## config.mk

```make
export PLATFORM = sky130hd
export DESIGN_NAME = conv_ctrl_top
export DESIGN_NICKNAME = d
export VERILOG_FILES = /design/src/hdl/conv_ctrl_pkg.sv /design/src/hdl/conv_ctrl_ifs.sv /design/src/hdl/conv_loader.sv /design/src/hdl/conv_sequencer.sv /design/src/hdl/conv_writeback.sv /design/src/hdl/conv_ctrl_top.sv
export SDC_FILE = /design/constraint.sdc
export NUM_CORES = 1
export LEC_CHECK = 0
export BUFFER_PORTS_ARGS = -buffer_cell sky130_fd_sc_hd__buf_2
export CAP_MARGIN = 25
export CORE_MARGIN = 10
export CORE_UTILIZATION = 55
export CTS_CLUSTER_DIAMETER = 60
export CTS_CLUSTER_SIZE = 20
export DETAILED_ROUTE_END_ITERATION = 10
export HOLD_SLACK_MARGIN = 0.05
export PLACE_DENSITY = 0.88
export SETUP_SLACK_MARGIN = 0.3
export SYNTH_ARGS = -nofsm -noshare
export SYNTH_HDL_FRONTEND = slang
export SYNTH_SLANG_ARGS = --single-unit
```

## constraint.sdc

```tcl
create_clock -name clk -period 3.1 [get_ports clk]
set_input_delay 0.775 -clock clk [delete_from_list [all_inputs] [get_ports clk]]
set_output_delay 0.775 -clock clk [all_outputs]
set_load 0.02 [all_outputs]
```

## src/hdl/conv_ctrl_pkg.sv

```systemverilog
`default_nettype none

package conv_ctrl_pkg;

  // feature map geometry, in 16-pixel words
  localparam int FMAP_H = 4;
  localparam int X_WORDS = 2;
  localparam int IN_CH = 4;
  localparam int OUT_GROUPS = 2;
  localparam int KERNEL = 3;
  localparam int OUTS_PER_GROUP = 16;

  // memory sizes
  localparam int WEIGHT_WORDS = KERNEL * KERNEL * IN_CH * OUT_GROUPS;
  localparam int ACT_WORDS = FMAP_H * X_WORDS * IN_CH;
  localparam int OUT_WORDS = FMAP_H * X_WORDS * OUT_GROUPS * OUTS_PER_GROUP;

  // outputs live in the upper half of the activation memory
  localparam int OUTPUT_BASE = 256;

  localparam int W_ADDR_W = $clog2(WEIGHT_WORDS);
  localparam int ACT_ADDR_W = $clog2(OUTPUT_BASE + OUT_WORDS);

  // activation address, loaded as a flat count and read back by field
  typedef union packed {
    logic [ACT_ADDR_W-1:0] flat;
    struct packed {
      // zero for the activation region
      logic [3:0] region;
      logic [1:0] row;
      logic       col;
      logic [1:0] ch;
    } fields;
  } act_addr_u;

endpackage

`default_nettype wire

```

## src/hdl/conv_ctrl_ifs.sv

```systemverilog
`default_nettype none

// load control between sequencer, loader and writeback
interface load_if;
  import conv_ctrl_pkg::*;

  logic      load_weights;
  logic      load_acts;
  logic      weights_done;
  logic      acts_done;
  logic      act_wr_strobe;
  act_addr_u act_wr_addr;

  modport seq (
    output load_weights, load_acts,
    input  weights_done, acts_done
  );

  modport ldr (
    input  load_weights, load_acts,
    output weights_done, acts_done, act_wr_strobe, act_wr_addr
  );

  // writeback only muxes the loader's write onto the memory port
  modport wb (
    input act_wr_strobe, act_wr_addr
  );
endinterface

// compute reads, output burst and drain control
interface wb_if;
  import conv_ctrl_pkg::*;

  logic      rd_strobe;
  act_addr_u rd_addr;
  logic      out_write;
  logic      burst_last;
  logic      drain;
  logic      drain_done;

  modport seq (
    output rd_strobe, rd_addr, out_write, drain,
    input  burst_last, drain_done
  );

  modport wb (
    input  rd_strobe, rd_addr, out_write, drain,
    output burst_last, drain_done
  );
endinterface

`default_nettype wire

```

## src/hdl/conv_loader.sv

```systemverilog
`default_nettype none

module conv_loader (
  input  logic                            clk,
  input  logic                            arst_n_in,
  input  logic                            weights_valid,
  input  logic                            activations_valid,
  output logic                            weights_ready,
  output logic                            activations_ready,
  output logic                            weights_mem_wr_n,
  output logic [conv_ctrl_pkg::W_ADDR_W-1:0] weights_addr,
  load_if.ldr                             ld
);
  import conv_ctrl_pkg::*;

  // channel 0 loads weights, channel 1 loads activations
  for (genvar i = 0; i < 2; i++) begin : g_ch
    logic                  go;
    logic                  vld;
    logic                  busy;
    logic                  beat;
    logic                  last;
    logic [ACT_ADDR_W-1:0] cnt;

    assign go   = (i == 0) ? ld.load_weights : ld.load_acts;
    assign vld  = (i == 0) ? weights_valid : activations_valid;
    assign beat = busy && vld;
    assign last = cnt == ACT_ADDR_W'((i == 0) ? WEIGHT_WORDS - 1 : ACT_WORDS - 1);

    always_ff @(posedge clk or negedge arst_n_in) begin
      if (!arst_n_in) begin
        busy <= 1'b0;
        cnt  <= '0;
      end else if (beat && last) begin
        // back to address 0 for the next run
        busy <= 1'b0;
        cnt  <= '0;
      end else begin
        if (go && !busy) begin
          busy <= 1'b1;
        end
        // address holds while valid is low
        if (beat) begin
          cnt <= cnt + 1'b1;
        end
      end
    end
  end

  assign weights_ready     = g_ch[0].busy;
  assign activations_ready = g_ch[1].busy;

  // weight memory write, active low
  assign weights_mem_wr_n = !g_ch[0].beat;
  assign weights_addr     = g_ch[0].cnt[W_ADDR_W-1:0];

  assign ld.weights_done  = g_ch[0].beat && g_ch[0].last;
  assign ld.acts_done     = g_ch[1].beat && g_ch[1].last;
  assign ld.act_wr_strobe = g_ch[1].beat;
  assign ld.act_wr_addr   = g_ch[1].cnt;

endmodule

`default_nettype wire

```

## src/hdl/conv_sequencer.sv

```systemverilog
`default_nettype none

module conv_sequencer (
  input  logic                               clk,
  input  logic                               arst_n_in,
  input  logic                               start,
  output logic                               running,
  output logic                               weights_mem_rd_n,
  output logic [conv_ctrl_pkg::W_ADDR_W-1:0] weights_rd_addr,
  output logic                               write_weights_registers,
  output logic                               write_act_registers_first,
  output logic                               write_act_registers_second,
  output logic                               shift,
  output logic                               mac_valid,
  output logic                               mac_accumulate,
  load_if.seq                                ld,
  wb_if.seq                                  wb
);
  import conv_ctrl_pkg::*;

  enum logic [3:0] {
    IDLE, LOAD_W, LOAD_A, LOAD, FETCH, MAC0_SHIFT1, FETCH1_LOAD2, MAC1_FETCH2,
    SHIFT2, MAC2, DUMMY1, DUMMY2, DUMMY3, WRITE_OUT, DRAIN
  } state, state_nxt;

  // loop nest, outermost first
  logic [$clog2(FMAP_H)-1:0]     y;
  logic [$clog2(X_WORDS)-1:0]    x;
  logic [$clog2(OUT_GROUPS)-1:0] ch_out;
  logic [$clog2(IN_CH)-1:0]      ch_in;
  logic [$clog2(KERNEL)-1:0]     k_v;
  logic [$clog2(KERNEL)-1:0]     k_h;
  logic [$clog2(KERNEL)-1:0]     kv_nxt;
  logic last_y, last_x, last_ch_out, last_ch_in, last_k_v, last_k_h;

  logic      mac_int;
  logic      dummy;
  logic      w_ce;
  logic      second_word;
  logic      dummy_now;
  logic      dummy_next;
  logic      group_end;
  logic      all_done;
  act_addr_u rd_addr;

  assign last_y      = int'(y) == FMAP_H - 1;
  assign last_x      = int'(x) == X_WORDS - 1;
  assign last_ch_out = int'(ch_out) == OUT_GROUPS - 1;
  assign last_ch_in  = int'(ch_in) == IN_CH - 1;
  assign last_k_v    = int'(k_v) == KERNEL - 1;
  assign last_k_h    = int'(k_h) == KERNEL - 1;
  assign kv_nxt      = last_k_v ? '0 : k_v + 1'b1;

  // padding rows above the first and below the last feature map row
  assign dummy_now  = (y == '0 && k_v == '0) || (last_y && last_k_v);
  assign dummy_next = (y == '0 && kv_nxt == '0) || (last_y && int'(kv_nxt) == KERNEL - 1);
  assign group_end  = last_ch_in && last_k_v;
  // the loop nest has wrapped back to its origin
  assign all_done   = y == '0 && x == '0 && ch_out == '0;

  assign running   = state != IDLE;
  assign mac_valid = mac_int && !dummy;
  assign mac_accumulate = !((ch_in == '0 && k_v == '0 && k_h == '0) ||
                            (y == '0 && ch_in == '0 && int'(k_v) == 1 && k_h == '0));

  always_ff @(posedge clk or negedge arst_n_in) begin
    if (!arst_n_in) begin
      state <= IDLE;
    end else begin
      state <= state_nxt;
    end
  end

  // counters chained on every mac, real or dummy
  always_ff @(posedge clk or negedge arst_n_in) begin
    if (!arst_n_in) begin
      y      <= '0;
      x      <= '0;
      ch_out <= '0;
      ch_in  <= '0;
      k_v    <= '0;
      k_h    <= '0;
    end else if (mac_int) begin
      k_h <= last_k_h ? '0 : k_h + 1'b1;
      if (last_k_h) begin
        k_v <= kv_nxt;
        if (last_k_v) begin
          ch_in <= last_ch_in ? '0 : ch_in + 1'b1;
          if (last_ch_in) begin
            ch_out <= last_ch_out ? '0 : ch_out + 1'b1;
            if (last_ch_out) begin
              x <= last_x ? '0 : x + 1'b1;
              if (last_x) begin
                y <= last_y ? '0 : y + 1'b1;
              end
            end
          end
        end
      end
    end
  end

  // weight read address, wraps once per output word pair
  always_ff @(posedge clk or negedge arst_n_in) begin
    if (!arst_n_in) begin
      weights_rd_addr <= '0;
    end else if (w_ce) begin
      weights_rd_addr <= (int'(weights_rd_addr) == WEIGHT_WORDS - 1) ? '0
                                                                      : weights_rd_addr + 1'b1;
    end
  end

  // row is offset by one for the padding row on top
  always_comb begin
    rd_addr.fields.region = '0;
    rd_addr.fields.row    = y + k_v - 1'b1;
    rd_addr.fields.col    = second_word ? x + 1'b1 : x;
    rd_addr.fields.ch     = ch_in;
  end
  assign wb.rd_addr = rd_addr;

  always_comb begin
    state_nxt                  = state;
    mac_int                    = 1'b0;
    dummy                      = 1'b0;
    w_ce                       = 1'b0;
    second_word                = 1'b0;
    weights_mem_rd_n           = 1'b1;
    write_weights_registers    = 1'b0;
    write_act_registers_first  = 1'b0;
    write_act_registers_second = 1'b0;
    shift                      = 1'b0;
    ld.load_weights            = 1'b0;
    ld.load_acts               = 1'b0;
    wb.rd_strobe               = 1'b0;
    wb.out_write               = 1'b0;
    wb.drain                   = 1'b0;
    case (state)
      IDLE: begin
        if (start) begin
          state_nxt = LOAD_W;
        end
      end
      LOAD_W: begin
        ld.load_weights = 1'b1;
        if (ld.weights_done) begin
          state_nxt = LOAD_A;
        end
      end
      LOAD_A: begin
        ld.load_acts = 1'b1;
        if (ld.acts_done) begin
          state_nxt = dummy_now ? DUMMY1 : LOAD;
        end
      end
      LOAD: begin
        weights_mem_rd_n = 1'b0;
        w_ce             = 1'b1;
        wb.rd_strobe     = 1'b1;
        state_nxt        = FETCH;
      end
      FETCH: begin
        write_act_registers_first = 1'b1;
        write_weights_registers   = 1'b1;
        state_nxt                 = MAC0_SHIFT1;
      end
      MAC0_SHIFT1: begin
        mac_int                    = 1'b1;
        shift                      = 1'b1;
        write_act_registers_first  = 1'b1;
        write_act_registers_second = 1'b1;
        weights_mem_rd_n           = 1'b0;
        w_ce                       = 1'b1;
        state_nxt                  = FETCH1_LOAD2;
      end
      FETCH1_LOAD2: begin
        weights_mem_rd_n        = 1'b0;
        w_ce                    = 1'b1;
        write_weights_registers = 1'b1;
        // next column word, none past the right edge
        second_word             = 1'b1;
        wb.rd_strobe            = !last_x;
        state_nxt               = MAC1_FETCH2;
      end
      MAC1_FETCH2: begin
        mac_int                    = 1'b1;
        write_act_registers_second = 1'b1;
        write_weights_registers    = 1'b1;
        state_nxt                  = SHIFT2;
      end
      SHIFT2: begin
        shift                      = 1'b1;
        write_act_registers_first  = 1'b1;
        write_act_registers_second = 1'b1;
        state_nxt                  = MAC2;
      end
      MAC2: begin
        mac_int   = 1'b1;
        state_nxt = group_end ? WRITE_OUT : (dummy_next ? DUMMY1 : LOAD);
      end
      DUMMY1, DUMMY2: begin
        mac_int   = 1'b1;
        dummy     = 1'b1;
        w_ce      = 1'b1;
        state_nxt = (state == DUMMY1) ? DUMMY2 : DUMMY3;
      end
      DUMMY3: begin
        mac_int   = 1'b1;
        dummy     = 1'b1;
        w_ce      = 1'b1;
        state_nxt = group_end ? WRITE_OUT : (dummy_next ? DUMMY1 : LOAD);
      end
      WRITE_OUT: begin
        wb.out_write = 1'b1;
        if (wb.burst_last) begin
          state_nxt = all_done ? DRAIN : (dummy_now ? DUMMY1 : LOAD);
        end
      end
      DRAIN: begin
        wb.drain = 1'b1;
        if (wb.drain_done) begin
          state_nxt = IDLE;
        end
      end
      default: begin
        state_nxt = IDLE;
      end
    endcase
  end

endmodule

`default_nettype wire

```

## src/hdl/conv_writeback.sv

```systemverilog
`default_nettype none

module conv_writeback (
  input  logic                                 clk,
  input  logic                                 arst_n_in,
  output logic                                 act_mem_wr_n,
  output logic                                 act_mem_rd_n,
  output logic [conv_ctrl_pkg::ACT_ADDR_W-1:0] act_wr_addr,
  output logic [conv_ctrl_pkg::ACT_ADDR_W-1:0] act_rd_addr,
  output logic                                 outputs_to_memory_flag,
  output logic                                 output_valid,
  load_if.wb                                   ld,
  wb_if.wb                                     wb
);
  import conv_ctrl_pkg::*;

  logic [ACT_ADDR_W-1:0] out_addr;
  logic [ACT_ADDR_W-1:0] drain_addr;
  logic [ACT_ADDR_W-1:0] last_out;

  // wraps to zero after the final output, so compare modulo
  assign last_out = out_addr - 1'b1;

  assign wb.burst_last = wb.out_write && (&out_addr[$clog2(OUTS_PER_GROUP)-1:0]);
  assign wb.drain_done = wb.drain && (drain_addr == last_out);

  // output write pointer
  always_ff @(posedge clk or negedge arst_n_in) begin
    if (!arst_n_in) begin
      out_addr <= ACT_ADDR_W'(OUTPUT_BASE);
    end else if (wb.drain_done) begin
      out_addr <= ACT_ADDR_W'(OUTPUT_BASE);
    end else if (wb.out_write) begin
      out_addr <= out_addr + 1'b1;
    end
  end

  // monitor read pointer, one word per drain cycle
  always_ff @(posedge clk or negedge arst_n_in) begin
    if (!arst_n_in) begin
      drain_addr <= ACT_ADDR_W'(OUTPUT_BASE);
    end else if (wb.drain_done) begin
      drain_addr <= ACT_ADDR_W'(OUTPUT_BASE);
    end else if (wb.drain) begin
      drain_addr <= drain_addr + 1'b1;
    end
  end

  // read data is on the memory output one cycle later
  always_ff @(posedge clk or negedge arst_n_in) begin
    if (!arst_n_in) begin
      output_valid <= 1'b0;
    end else begin
      output_valid <= wb.drain;
    end
  end

  // loads and output bursts never overlap
  assign act_mem_wr_n = !(ld.act_wr_strobe || wb.out_write);
  assign act_wr_addr  = wb.out_write ? out_addr : ld.act_wr_addr.flat;

  assign act_mem_rd_n = !(wb.rd_strobe || wb.drain);
  assign act_rd_addr  = wb.drain ? drain_addr : wb.rd_addr.flat;

  assign outputs_to_memory_flag = wb.out_write;

endmodule

`default_nettype wire

```

## src/hdl/conv_ctrl_top.sv

```systemverilog
`default_nettype none

module conv_ctrl_top (
  input  logic                                 clk,
  input  logic                                 arst_n_in,
  input  logic                                 start,
  input  logic                                 weights_valid,
  input  logic                                 activations_valid,
  output logic                                 running,
  output logic                                 weights_ready,
  output logic                                 activations_ready,
  // weight memory
  output logic                                 weights_mem_wr_n,
  output logic                                 weights_mem_rd_n,
  output logic [conv_ctrl_pkg::W_ADDR_W-1:0]   weights_addr,
  output logic [conv_ctrl_pkg::W_ADDR_W-1:0]   weights_rd_addr,
  // activation memory
  output logic                                 act_mem_wr_n,
  output logic                                 act_mem_rd_n,
  output logic [conv_ctrl_pkg::ACT_ADDR_W-1:0] act_wr_addr,
  output logic [conv_ctrl_pkg::ACT_ADDR_W-1:0] act_rd_addr,
  // datapath strobes
  output logic                                 write_weights_registers,
  output logic                                 write_act_registers_first,
  output logic                                 write_act_registers_second,
  output logic                                 shift,
  output logic                                 mac_valid,
  output logic                                 mac_accumulate,
  output logic                                 outputs_to_memory_flag,
  output logic                                 output_valid
);

  load_if ld_bus ();
  wb_if   wb_bus ();

  conv_loader loader_i (
    .clk               (clk),
    .arst_n_in         (arst_n_in),
    .weights_valid     (weights_valid),
    .activations_valid (activations_valid),
    .weights_ready     (weights_ready),
    .activations_ready (activations_ready),
    .weights_mem_wr_n  (weights_mem_wr_n),
    .weights_addr      (weights_addr),
    .ld                (ld_bus.ldr)
  );

  conv_sequencer sequencer_i (
    .clk                        (clk),
    .arst_n_in                  (arst_n_in),
    .start                      (start),
    .running                    (running),
    .weights_mem_rd_n           (weights_mem_rd_n),
    .weights_rd_addr            (weights_rd_addr),
    .write_weights_registers    (write_weights_registers),
    .write_act_registers_first  (write_act_registers_first),
    .write_act_registers_second (write_act_registers_second),
    .shift                      (shift),
    .mac_valid                  (mac_valid),
    .mac_accumulate             (mac_accumulate),
    .ld                         (ld_bus.seq),
    .wb                         (wb_bus.seq)
  );

  conv_writeback writeback_i (
    .clk                    (clk),
    .arst_n_in              (arst_n_in),
    .act_mem_wr_n           (act_mem_wr_n),
    .act_mem_rd_n           (act_mem_rd_n),
    .act_wr_addr            (act_wr_addr),
    .act_rd_addr            (act_rd_addr),
    .outputs_to_memory_flag (outputs_to_memory_flag),
    .output_valid           (output_valid),
    .ld                     (ld_bus.wb),
    .wb                     (wb_bus.wb)
  );

endmodule

`default_nettype wire

```

**Word-level counts from Yosys, hierarchy flattened**

Index checks and enable logic that the tools add are counted.
W data, S select, Z words.

- Register bits after elaboration: 60
- Output and inout bits: 47

- Eq/ne operators: 29
- $add $sub $neg: 14
- Bitwise logic cells: 2
- Muxes and demuxes: 47
- Reductions and logical operators: 64

Operators by type and width:

| cell | number |
|---|---|
| $mux W9 | 10 |
| $pmux W4 S13 | 1 |
| $add A9 B1 Y9 const B | 4 |
| $mux W4 | 9 |
| $eq A4 B4 Y1 const B | 7 |
| $logic_and A1 B1 Y1 | 21 |
| $mux W1 | 20 |
| $eq A4 B3 Y1 const B | 4 |
| $reduce_or A3 Y1 | 5 |
| $reduce_bool A2 Y1 | 6 |
| $reduce_or A6 Y1 | 2 |
| $logic_not A2 Y1 | 5 |
| $reduce_and A5 Y1 | 2 |
| $eq A9 B5 Y1 const B | 1 |
| $eq A9 B7 Y1 const B | 1 |
| $eq A9 B9 Y1 | 1 |
| $sub A9 B1 Y9 const B | 1 |
| $add A2 B1 Y2 const B | 4 |
| $eq A2 B2 Y1 const B | 4 |
| $eq A4 B2 Y1 const B | 2 |
| $logic_not A1 Y1 | 8 |
| $mux W2 | 4 |
| $reduce_and A4 Y1 | 2 |
| $add A7 B1 Y7 const B | 1 |
| other kinds (19) | 31 |

**Logic depth before layout (Yosys ltp)**

Gate-level depths: netlist of run 1.

- Depth in word-level cells: 8
- Depth in mapped cells: 10

**Cells and area by module**

A second synthesis of run 1 with hierarchy kept.

- Cell total of the unflattened synthesis: 474
- Area total of the unflattened synthesis: 4221.5 µm²

By module, submodules not included:

| module | seq. area each (µm²) | area each (µm²) | cells each | instances |
|---|---|---|---|---|
| conv_sequencer | 525.5 | 1694.1 | 208 | 1 |
| conv_writeback | 478.0 | 1527.7 | 167 | 1 |
| conv_loader | 500.5 | 999.7 | 99 | 1 |

**Worst setup path before layout of run 1**

No wires, ideal clock.

- Path kind: register to output
- Start: register sequencer_i.state[0] (netlist name)
- End: output act_rd_addr[2] (netlist name)
- Stages on the path, launching flop included: 8
- Data arrival time: 1890 ps
- Path slack: 435 ps
- Path buffers: 3
- Path through: dfrtp_1 clkbuf_1 clkbuf_1 clkbuf_1 nand2b_1 nor2_1 ha_1 a21oi_1

- Longest elaborated chain between the ends: 4
- Elaborated cells between the ends (all ways): 6

Ends and longest elaborated chain:

| item | line | RTL |
|---|---|---|
| start, declared | conv_sequencer.sv:24 | `} state, state_nxt;` |
| start signal, assigned | conv_sequencer.sv:70 | `state <= state_nxt;` |
| $eq A4 B3 Y1 | conv_sequencer.sv:138 | `case (state)` |
| $mux W1 | conv_sequencer.sv:138 |  |
| $mux W1 | conv_sequencer.sv:117 | `rd_addr.fields.col = second_word ? x + 1'b1 : x;` |
| $mux W9 (*) | conv_writeback.sv:63 | `assign act_rd_addr = wb.drain ? drain_addr : wb.rd_addr.flat;` |
| end, declared | conv_ctrl_top.sv:21 | `output logic [conv_ctrl_pkg::ACT_ADDR_W-1:0] act_rd_addr,` |

Every way passes the cells marked *; elsewhere a longest branch is shown, timed or not.

**Worst setup path after layout of run 1**

- Start: register sequencer_i.state[1] (netlist name)
- End: output act_rd_addr[4] (netlist name)

- Longest elaborated chain between the ends: 3

Ends and longest elaborated chain:

| item | line |
|---|---|
| $eq A4 B4 Y1 | conv_sequencer.sv:138 |
| $mux W1 | conv_sequencer.sv:138 |
| $mux W9 | conv_writeback.sv:63 |

Every way passes these cells.

==> flow_metrics.tcl, run 1 <==
set metrics [dict create \
    pin_count 52 \
    final-hold-violation-count 0 \
    min_period_over_period 0.883 \
    start_util 0.573 \
    tightest_slew_ns 0.504 \
    drv_slew 0 \
    grt_use_total 0.174 \
    p_clk_frac 0.211 \
    wl_mm 9.65 \
    antenna_found_initial 0 \
    combPwrFrac 0.458 \
    grt_pass1_wl_mm 16.2 \
    die_h_um 105 \
    ys.warnings.count 0 \
    cts_buffers 9 \
    viasPerCell 5.79 \
    max_freq_mhz 365 \
    cts_root_buf "clkbuf_8" \
    synth_edf_count 0 \
    seq_area_frac_synth 0.382 \
    crit_arrival_ns 1.96 \
    final_cell_area_um2 4500 \
    overflow 0 \
    r2r_start "writeback_i.out_addr[0]$_DFFE_PN0P_" \
    cts_sinks 60 \
    dr_wl_met2_mm 4.50 \
    n_antenna_cell 0 \
    leakagePower_nw 2.08 \
    yosys-top-cells-area "dfrtp_1 (37%), nand2_1 (7.0%), xnor2_1 (6.7%)" \
    synth_largest_area_cell "dfrtp_1" \
    postSynthCellCount 473 \
    grt_pass1_vias 3414 \
    synthFlopType "dfrtp_1" \
    wire_per_inst_um 15.6 \
    antenna_left 0 \
    num-nets-final 534 \
    min_period_ns 2.74 \
    p_seq_frac 0.331 \
    p_per_area_nw_per_um2 847 \
    synth_seq_cells 60 \
    synthTopCellsByCount "nand2_1 (73), dfrtp_1 (58), nor2_1 (47), o21ai_0 (31), xnor2_1 (30)" \
    required_ns 2.32 \
    rows 30 \
    synth_nets 490 \
    placed_area_um2 4250 \
    core_area_um2 6870 \
    drc 0 \
    relSlewSlack 0.661 \
    ff2ff_setup_slack_ns 0.53 \
    port_buffers 51 \
    tns_ns 0 \
    worstRegToRegCells 9 \
    crit_path_max_incr_delay_ns 0.49 \
    drt-met1-wl_mm 4.17 \
    met3_length_um 741 \
    status "completed" \
    yosysMostFrequentCell "nand2_1" \
    rr_endpoint "sequencer_i.state[2]$_DFFE_PN0P_" \
    min_path_type "input port to async pin" \
    num-fill-cells 533 \
    drtIter0Drc 425 \
    async_reset_ff_frac 1.00 \
    maxCapViolations 0 \
    netlist_area_um2 3940 \
    setup_viol 0 \
    crit_path_top_delay_cell "dfrtp_2" \
    via_count 3581 \
    syn_area_per_cell_um2 8.32 \
    vdd_drop_max_v 0.000535 \
    path_cells "nor2b_1, nand3_1, clkinvlp_4, nand2_1, o21ai_0, buf_2" \
    clockBufferDepth 2 \
    rsz0062_at_grt "true" \
    switching_share 0.440 \
    dieArea_um2 10900 \
    htree_levels 3 \
    synth.top_cell.area_share 0.369 \
    power_mw 3.81 \
    critical_path.max_fanout 16 \
    die_width_um 105 \
    top_layer_used "met4" \
    dp_hpwl_mm 6.84 \
    clk_pin_slew_worst_paths_ns 0.08 \
    critPathCaptureType "output port" \
    critPathKind "flop to output port" \
    switchingPower_mw 1.67 \
    ys_types 53 \
    gp_congestion 0.901 \
    grt_max_degree 23 \
    clock_latency_ns 0.36 \
    drive_above_1_share 0.184 \
    timing.hold.ws_ns 0.366 \
    finClkSkew_ns 0.0130 \
    cts_tree "built" \
    startpoint_type "flop" \
    post-route-util 0.654 \
    p_int_mw 2.13 \
    first_pass_iters 5 \
    area_delta_synth_final_pct 14.2 \
]
-- worst max path at each step --
stage	start	endpoint	depth (start not counted)
6_report	sequencer_i.state[1]$_DFFE_PN0P_	act_rd_addr[4]	6
2_1_floorplan	sequencer_i.state[0]$_DFFE_PN0P_	act_rd_addr[2]	7
4_1_cts	sequencer_i.state[1]$_DFFE_PN0P_	act_rd_addr[4]	6
3_5_place_dp	weights_valid	sequencer_i.state[1]$_DFFE_PN0P_	7
5_1_grt	sequencer_i.state[1]$_DFFE_PN0P_	act_rd_addr[4]	6
3_3_place_gp	weights_valid	sequencer_i.state[1]$_DFFE_PN0P_	7
-- flip-flops by register name, indices dropped and copies added (netlist names), 2 cells and up --
register,flops
sequencer_i.weights_rd_addr,7
sequencer_i.y,2
loader_i.g_ch.cnt,9
sequencer_i.ch_in,2
sequencer_i.k_h,2
loader_i.ld.act_wr_addr,9
writeback_i.out_addr,9
sequencer_i.state,4
writeback_i.drain_addr,9
sequencer_i.k_v,2
-- critical path: cells and delay by family, from the launching register on --
family                 cells  cell delay (ns)
buffers and inverters      2             0.46
DFF                        1             0.49
and+or+nand+nor            3             0.55
AOI/OAI and AO/OA          1             0.11
-- area by class of cell --
class,count,area [um^2],area share
Multi-Input combinational cell,362,2210,0.492
Clock inverter,7,97.6,0.0217
Inverter,20,78.8,0.0175
Tap cell,96,120,0.0267
Timing Repair Buffer,64,353,0.0785
Sequential cell,60,1510,0.336
Clock buffer,9,124,0.0276
-- cells in the final DEF (no fill, tap or decap), types with 4 or more instances in the layout --
cell,Yosys,layout
ha_1,12,12
dfrtp_1,58,55
nand4_1,10,10
mux2_2,4,4
nor3_1,14,14
nand2b_1,7,7
nor3b_1,4,4
buf_4,7,13
and2_1,7,7
a21o_1,4,4
xor2_1,16,16
o21ai_0,31,29
a31oi_1,5,5
and3_1,6,6
nor2_1,47,47
nor2b_1,12,12
buf_2,2,51
xnor2_1,30,30
inv_1,20,19
a21oi_1,21,21
nand2_1,73,73
and4_1,6,6
nand3_1,13,13
clkbuf_8,0,9
-- power groups by stage --
| stage | Clock, mW | Sequential, mW | Combinational, mW |
|---|---|---|---|
| finish | 0.804 | 1.26 | 1.74 |
| global route | 0.844 | 1.30 | 1.92 |
| CTS | 0.807 | 1.25 | 1.72 |
| detailed placement | 0 | 1.26 | 1.71 |
| global placement | 0 | 1.24 | 1.66 |
| floorplan | 0 | 1.16 | 1.35 |
-- cells by family (layout without fill, tap and decap cells) --
kind of cell,Yosys count,after routing,share of synthesized area
buffers and inverters,51,100,0.0559
adders and majority gates,12,12,0.0381
DFF,60,60,0.382
and+or+nand+nor,212,212,0.268
xor gates and xnor gates,46,46,0.102
AOI/OAI and AO/OA,85,85,0.134
muxes,7,7,0.0191
-- layer usage --
metal / vias up / global-route usage
met5: - / 0
met4: 0 / 0.0784
met3: 33 / 0.0522
met2: 153 / 0.274
met1: 1683 / 0.215
li1: 1712 / -
-- per-stage QoR --
step,instances,worst slack (ns)
after detailed placement,600,0.492
final,618,0.363
after global routing,618,0.285
after CTS,616,0.305
after floorplan,473,0.435
after global placement,600,0.582
-- repair_timing --
item                                    in CTS  in global routing
resized for setup                            3                  4
endpoints found under the setup margin      16                 15
setup buffers                                0                  2
hold buffers                                 0                  0
gates cloned                                 0                  0
Power figures use the tool's default switching activity.
==> inputs of run 2 (changes only) <==
- PLACE_DENSITY: 0.88 -> 0.73
==> run 2 against run 1 <==
Global-route usage shrank 0.79 points. Fmax is 0.87% higher. Worst hold slack improved by 0.12 ns. Combinational power barely moved. Final cell count shrank 0.32%. Via count fell by 3.5%. Largest power group unchanged. First-iteration DRC count decreased by 56%. Die area stayed put. Critical path type unchanged. Critical path depth is 1 lower.
==> flow_metrics.tcl, run 2 (synthesis results as in run 1) <==
set metrics [dict create \
    status "completed" \
    drv_slew 0 \
    maxCapViolations 0 \
    placed_area_um2 4260 \
    die_width_um 105 \
    grt_use_total 0.166 \
    path_cells "nor2_1, nand2_1, o21ai_0, nand2_1, buf_2" \
    critPathCaptureType "output port" \
    dp_cells 600 \
    crit_arrival_ns 1.94 \
    final_cell_mix "nand2_1 (73), dfrtp_1 (56), buf_2 (51), nor2_1 (47), o21ai_0 (31)" \
    viasPerCell 5.61 \
    critical_path.max_fanout 22 \
    first_pass_iters 4 \
    min_period_over_period 0.875 \
    timing.final.ws_setup_ns 0.387 \
    final-hold-violation-count 0 \
    timing.critical_path.buf_inv 1 \
    htree_levels 3 \
    wire_per_inst_um 14.9 \
    port_buffers 51 \
    p_per_area_nw_per_um2 809 \
    startpoint_type "flop" \
    critical_path.top_delay_family "simple AND/OR/NAND/NOR gates" \
    path_common_cell "nand2_1" \
    wl_mm 9.20 \
    pin_count 52 \
    n_antenna_cell 0 \
    min_period_ns 2.71 \
    setup_viol 0 \
    crit_path_max_incr_delay_ns 0.63 \
    final_cell_area_um2 4460 \
    via_count 3456 \
    max_freq_mhz 369 \
    final_cells 616 \
    drtIter0Drc 189 \
    cts_root_buf "clkbuf_8" \
    cts_buffers 9 \
    tightest_slew_ns 0.735 \
    rows 30 \
    cts_sinks 60 \
    relSlewSlack 0.508 \
    cts-resized-gates 1 \
    antenna_left 0 \
    clock_latency_ns 0.34 \
    cts-hold-fix-buffers 0 \
    clk_pin_slew_worst_paths_ns 0.07 \
    critPathKind "flop to output port" \
    vdd_drop_max_v 0.000489 \
    rsz0062_at_grt "true" \
    place_ws_ns 0.523 \
    die_h_um 105 \
    required_ns 2.32 \
    drc 0 \
    core_area_um2 6870 \
    grt_pass1_vias 3292 \
    post_cts_buffers 0 \
    min_path_type "input port to async pin" \
    timing.hold.ws_ns 0.486 \
    tns_ns 0 \
    start_util 0.573 \
    area_delta_synth_final_pct 13.3 \
    num-nets-final 532 \
    num-fill-cells 602 \
    final_common_cell "nand2_1" \
    leakagePower_nw 2.07 \
    antenna_found_initial 0 \
    dieArea_um2 10900 \
    drive_above_1_share 0.177 \
    crit_path_top_delay_cell "nor2_1" \
    cts_tree "built" \
    clockBufferDepth 2 \
    finClkSkew_ns 0.00753 \
    dp_hpwl_mm 6.88 \
    overflow 0 \
    gp_congestion 0.868 \
    grt_pass1_wl_mm 15.6 \
    grt_max_degree 32 \
]
-- run 2: metal layers --
metal	routed length, um	GRT usage	vias to the layer above
met1	4360	0.222	1655
li1	-	-	1705
met5	0	0	-
met4	93	0.0529	0
met3	621	0.0498	11
met2	4130	0.251	85
-- run 2: power breakdown --
part,internal (mW),switching [mW]
registers,0.961,0.275
logic,0.696,1.02
clock network,0.354,0.299
-- run 2: worst paths after layout --
| kind | cells past startpoint | start | endpoint | slack, ns |
|---|---|---|---|---|
| max | 5 | sequencer_i.state[2]$_DFFE_PN0P_ | act_mem_rd_n | 0.39 |
| min | 1 | arst_n_in | sequencer_i.weights_rd_addr[5]$_DFFE_PN0P_ | 0.49 |
| max reg2reg | 9 | writeback_i.out_addr[0]$_DFFE_PN0P_ | writeback_i.drain_addr[2]$_DFFE_PN0P_ | 0.59 |
| min reg2reg | 1 | loader_i.ld.act_wr_addr[8]$_DFFE_PN0P_ | loader_i.ld.act_wr_addr[8]$_DFFE_PN0P_ | 0.49 |
| max in group asynchronous | 2 | arst_n_in | sequencer_i.ch_out$_DFFE_PN0P_ | 1.99 |
| min in group clk | 1 | loader_i.ld.act_wr_addr[8]$_DFFE_PN0P_ | loader_i.ld.act_wr_addr[8]$_DFFE_PN0P_ | 0.49 |
-- run 2: area by class of cell --
type,instances,area [um^2],share of cell area
Clock inverter,2,10.0,0.00224
Tap cell,96,120,0.0269
Sequential cell,60,1510,0.338
Inverter,20,78.8,0.0177
Timing Repair Buffer,62,354,0.0794
Clock buffer,14,173,0.0387
Multi-Input combinational cell,362,2220,0.497
-- run 2: per-stage QoR --
stage / total power, mW / utilization
floorplan: 2.51 / -
CTS: 3.62 / 0.647
global placement: 2.92 / 0.620
finish: 3.61 / 0.649
global route: 3.89 / 0.649
detailed placement: 2.96 / 0.620
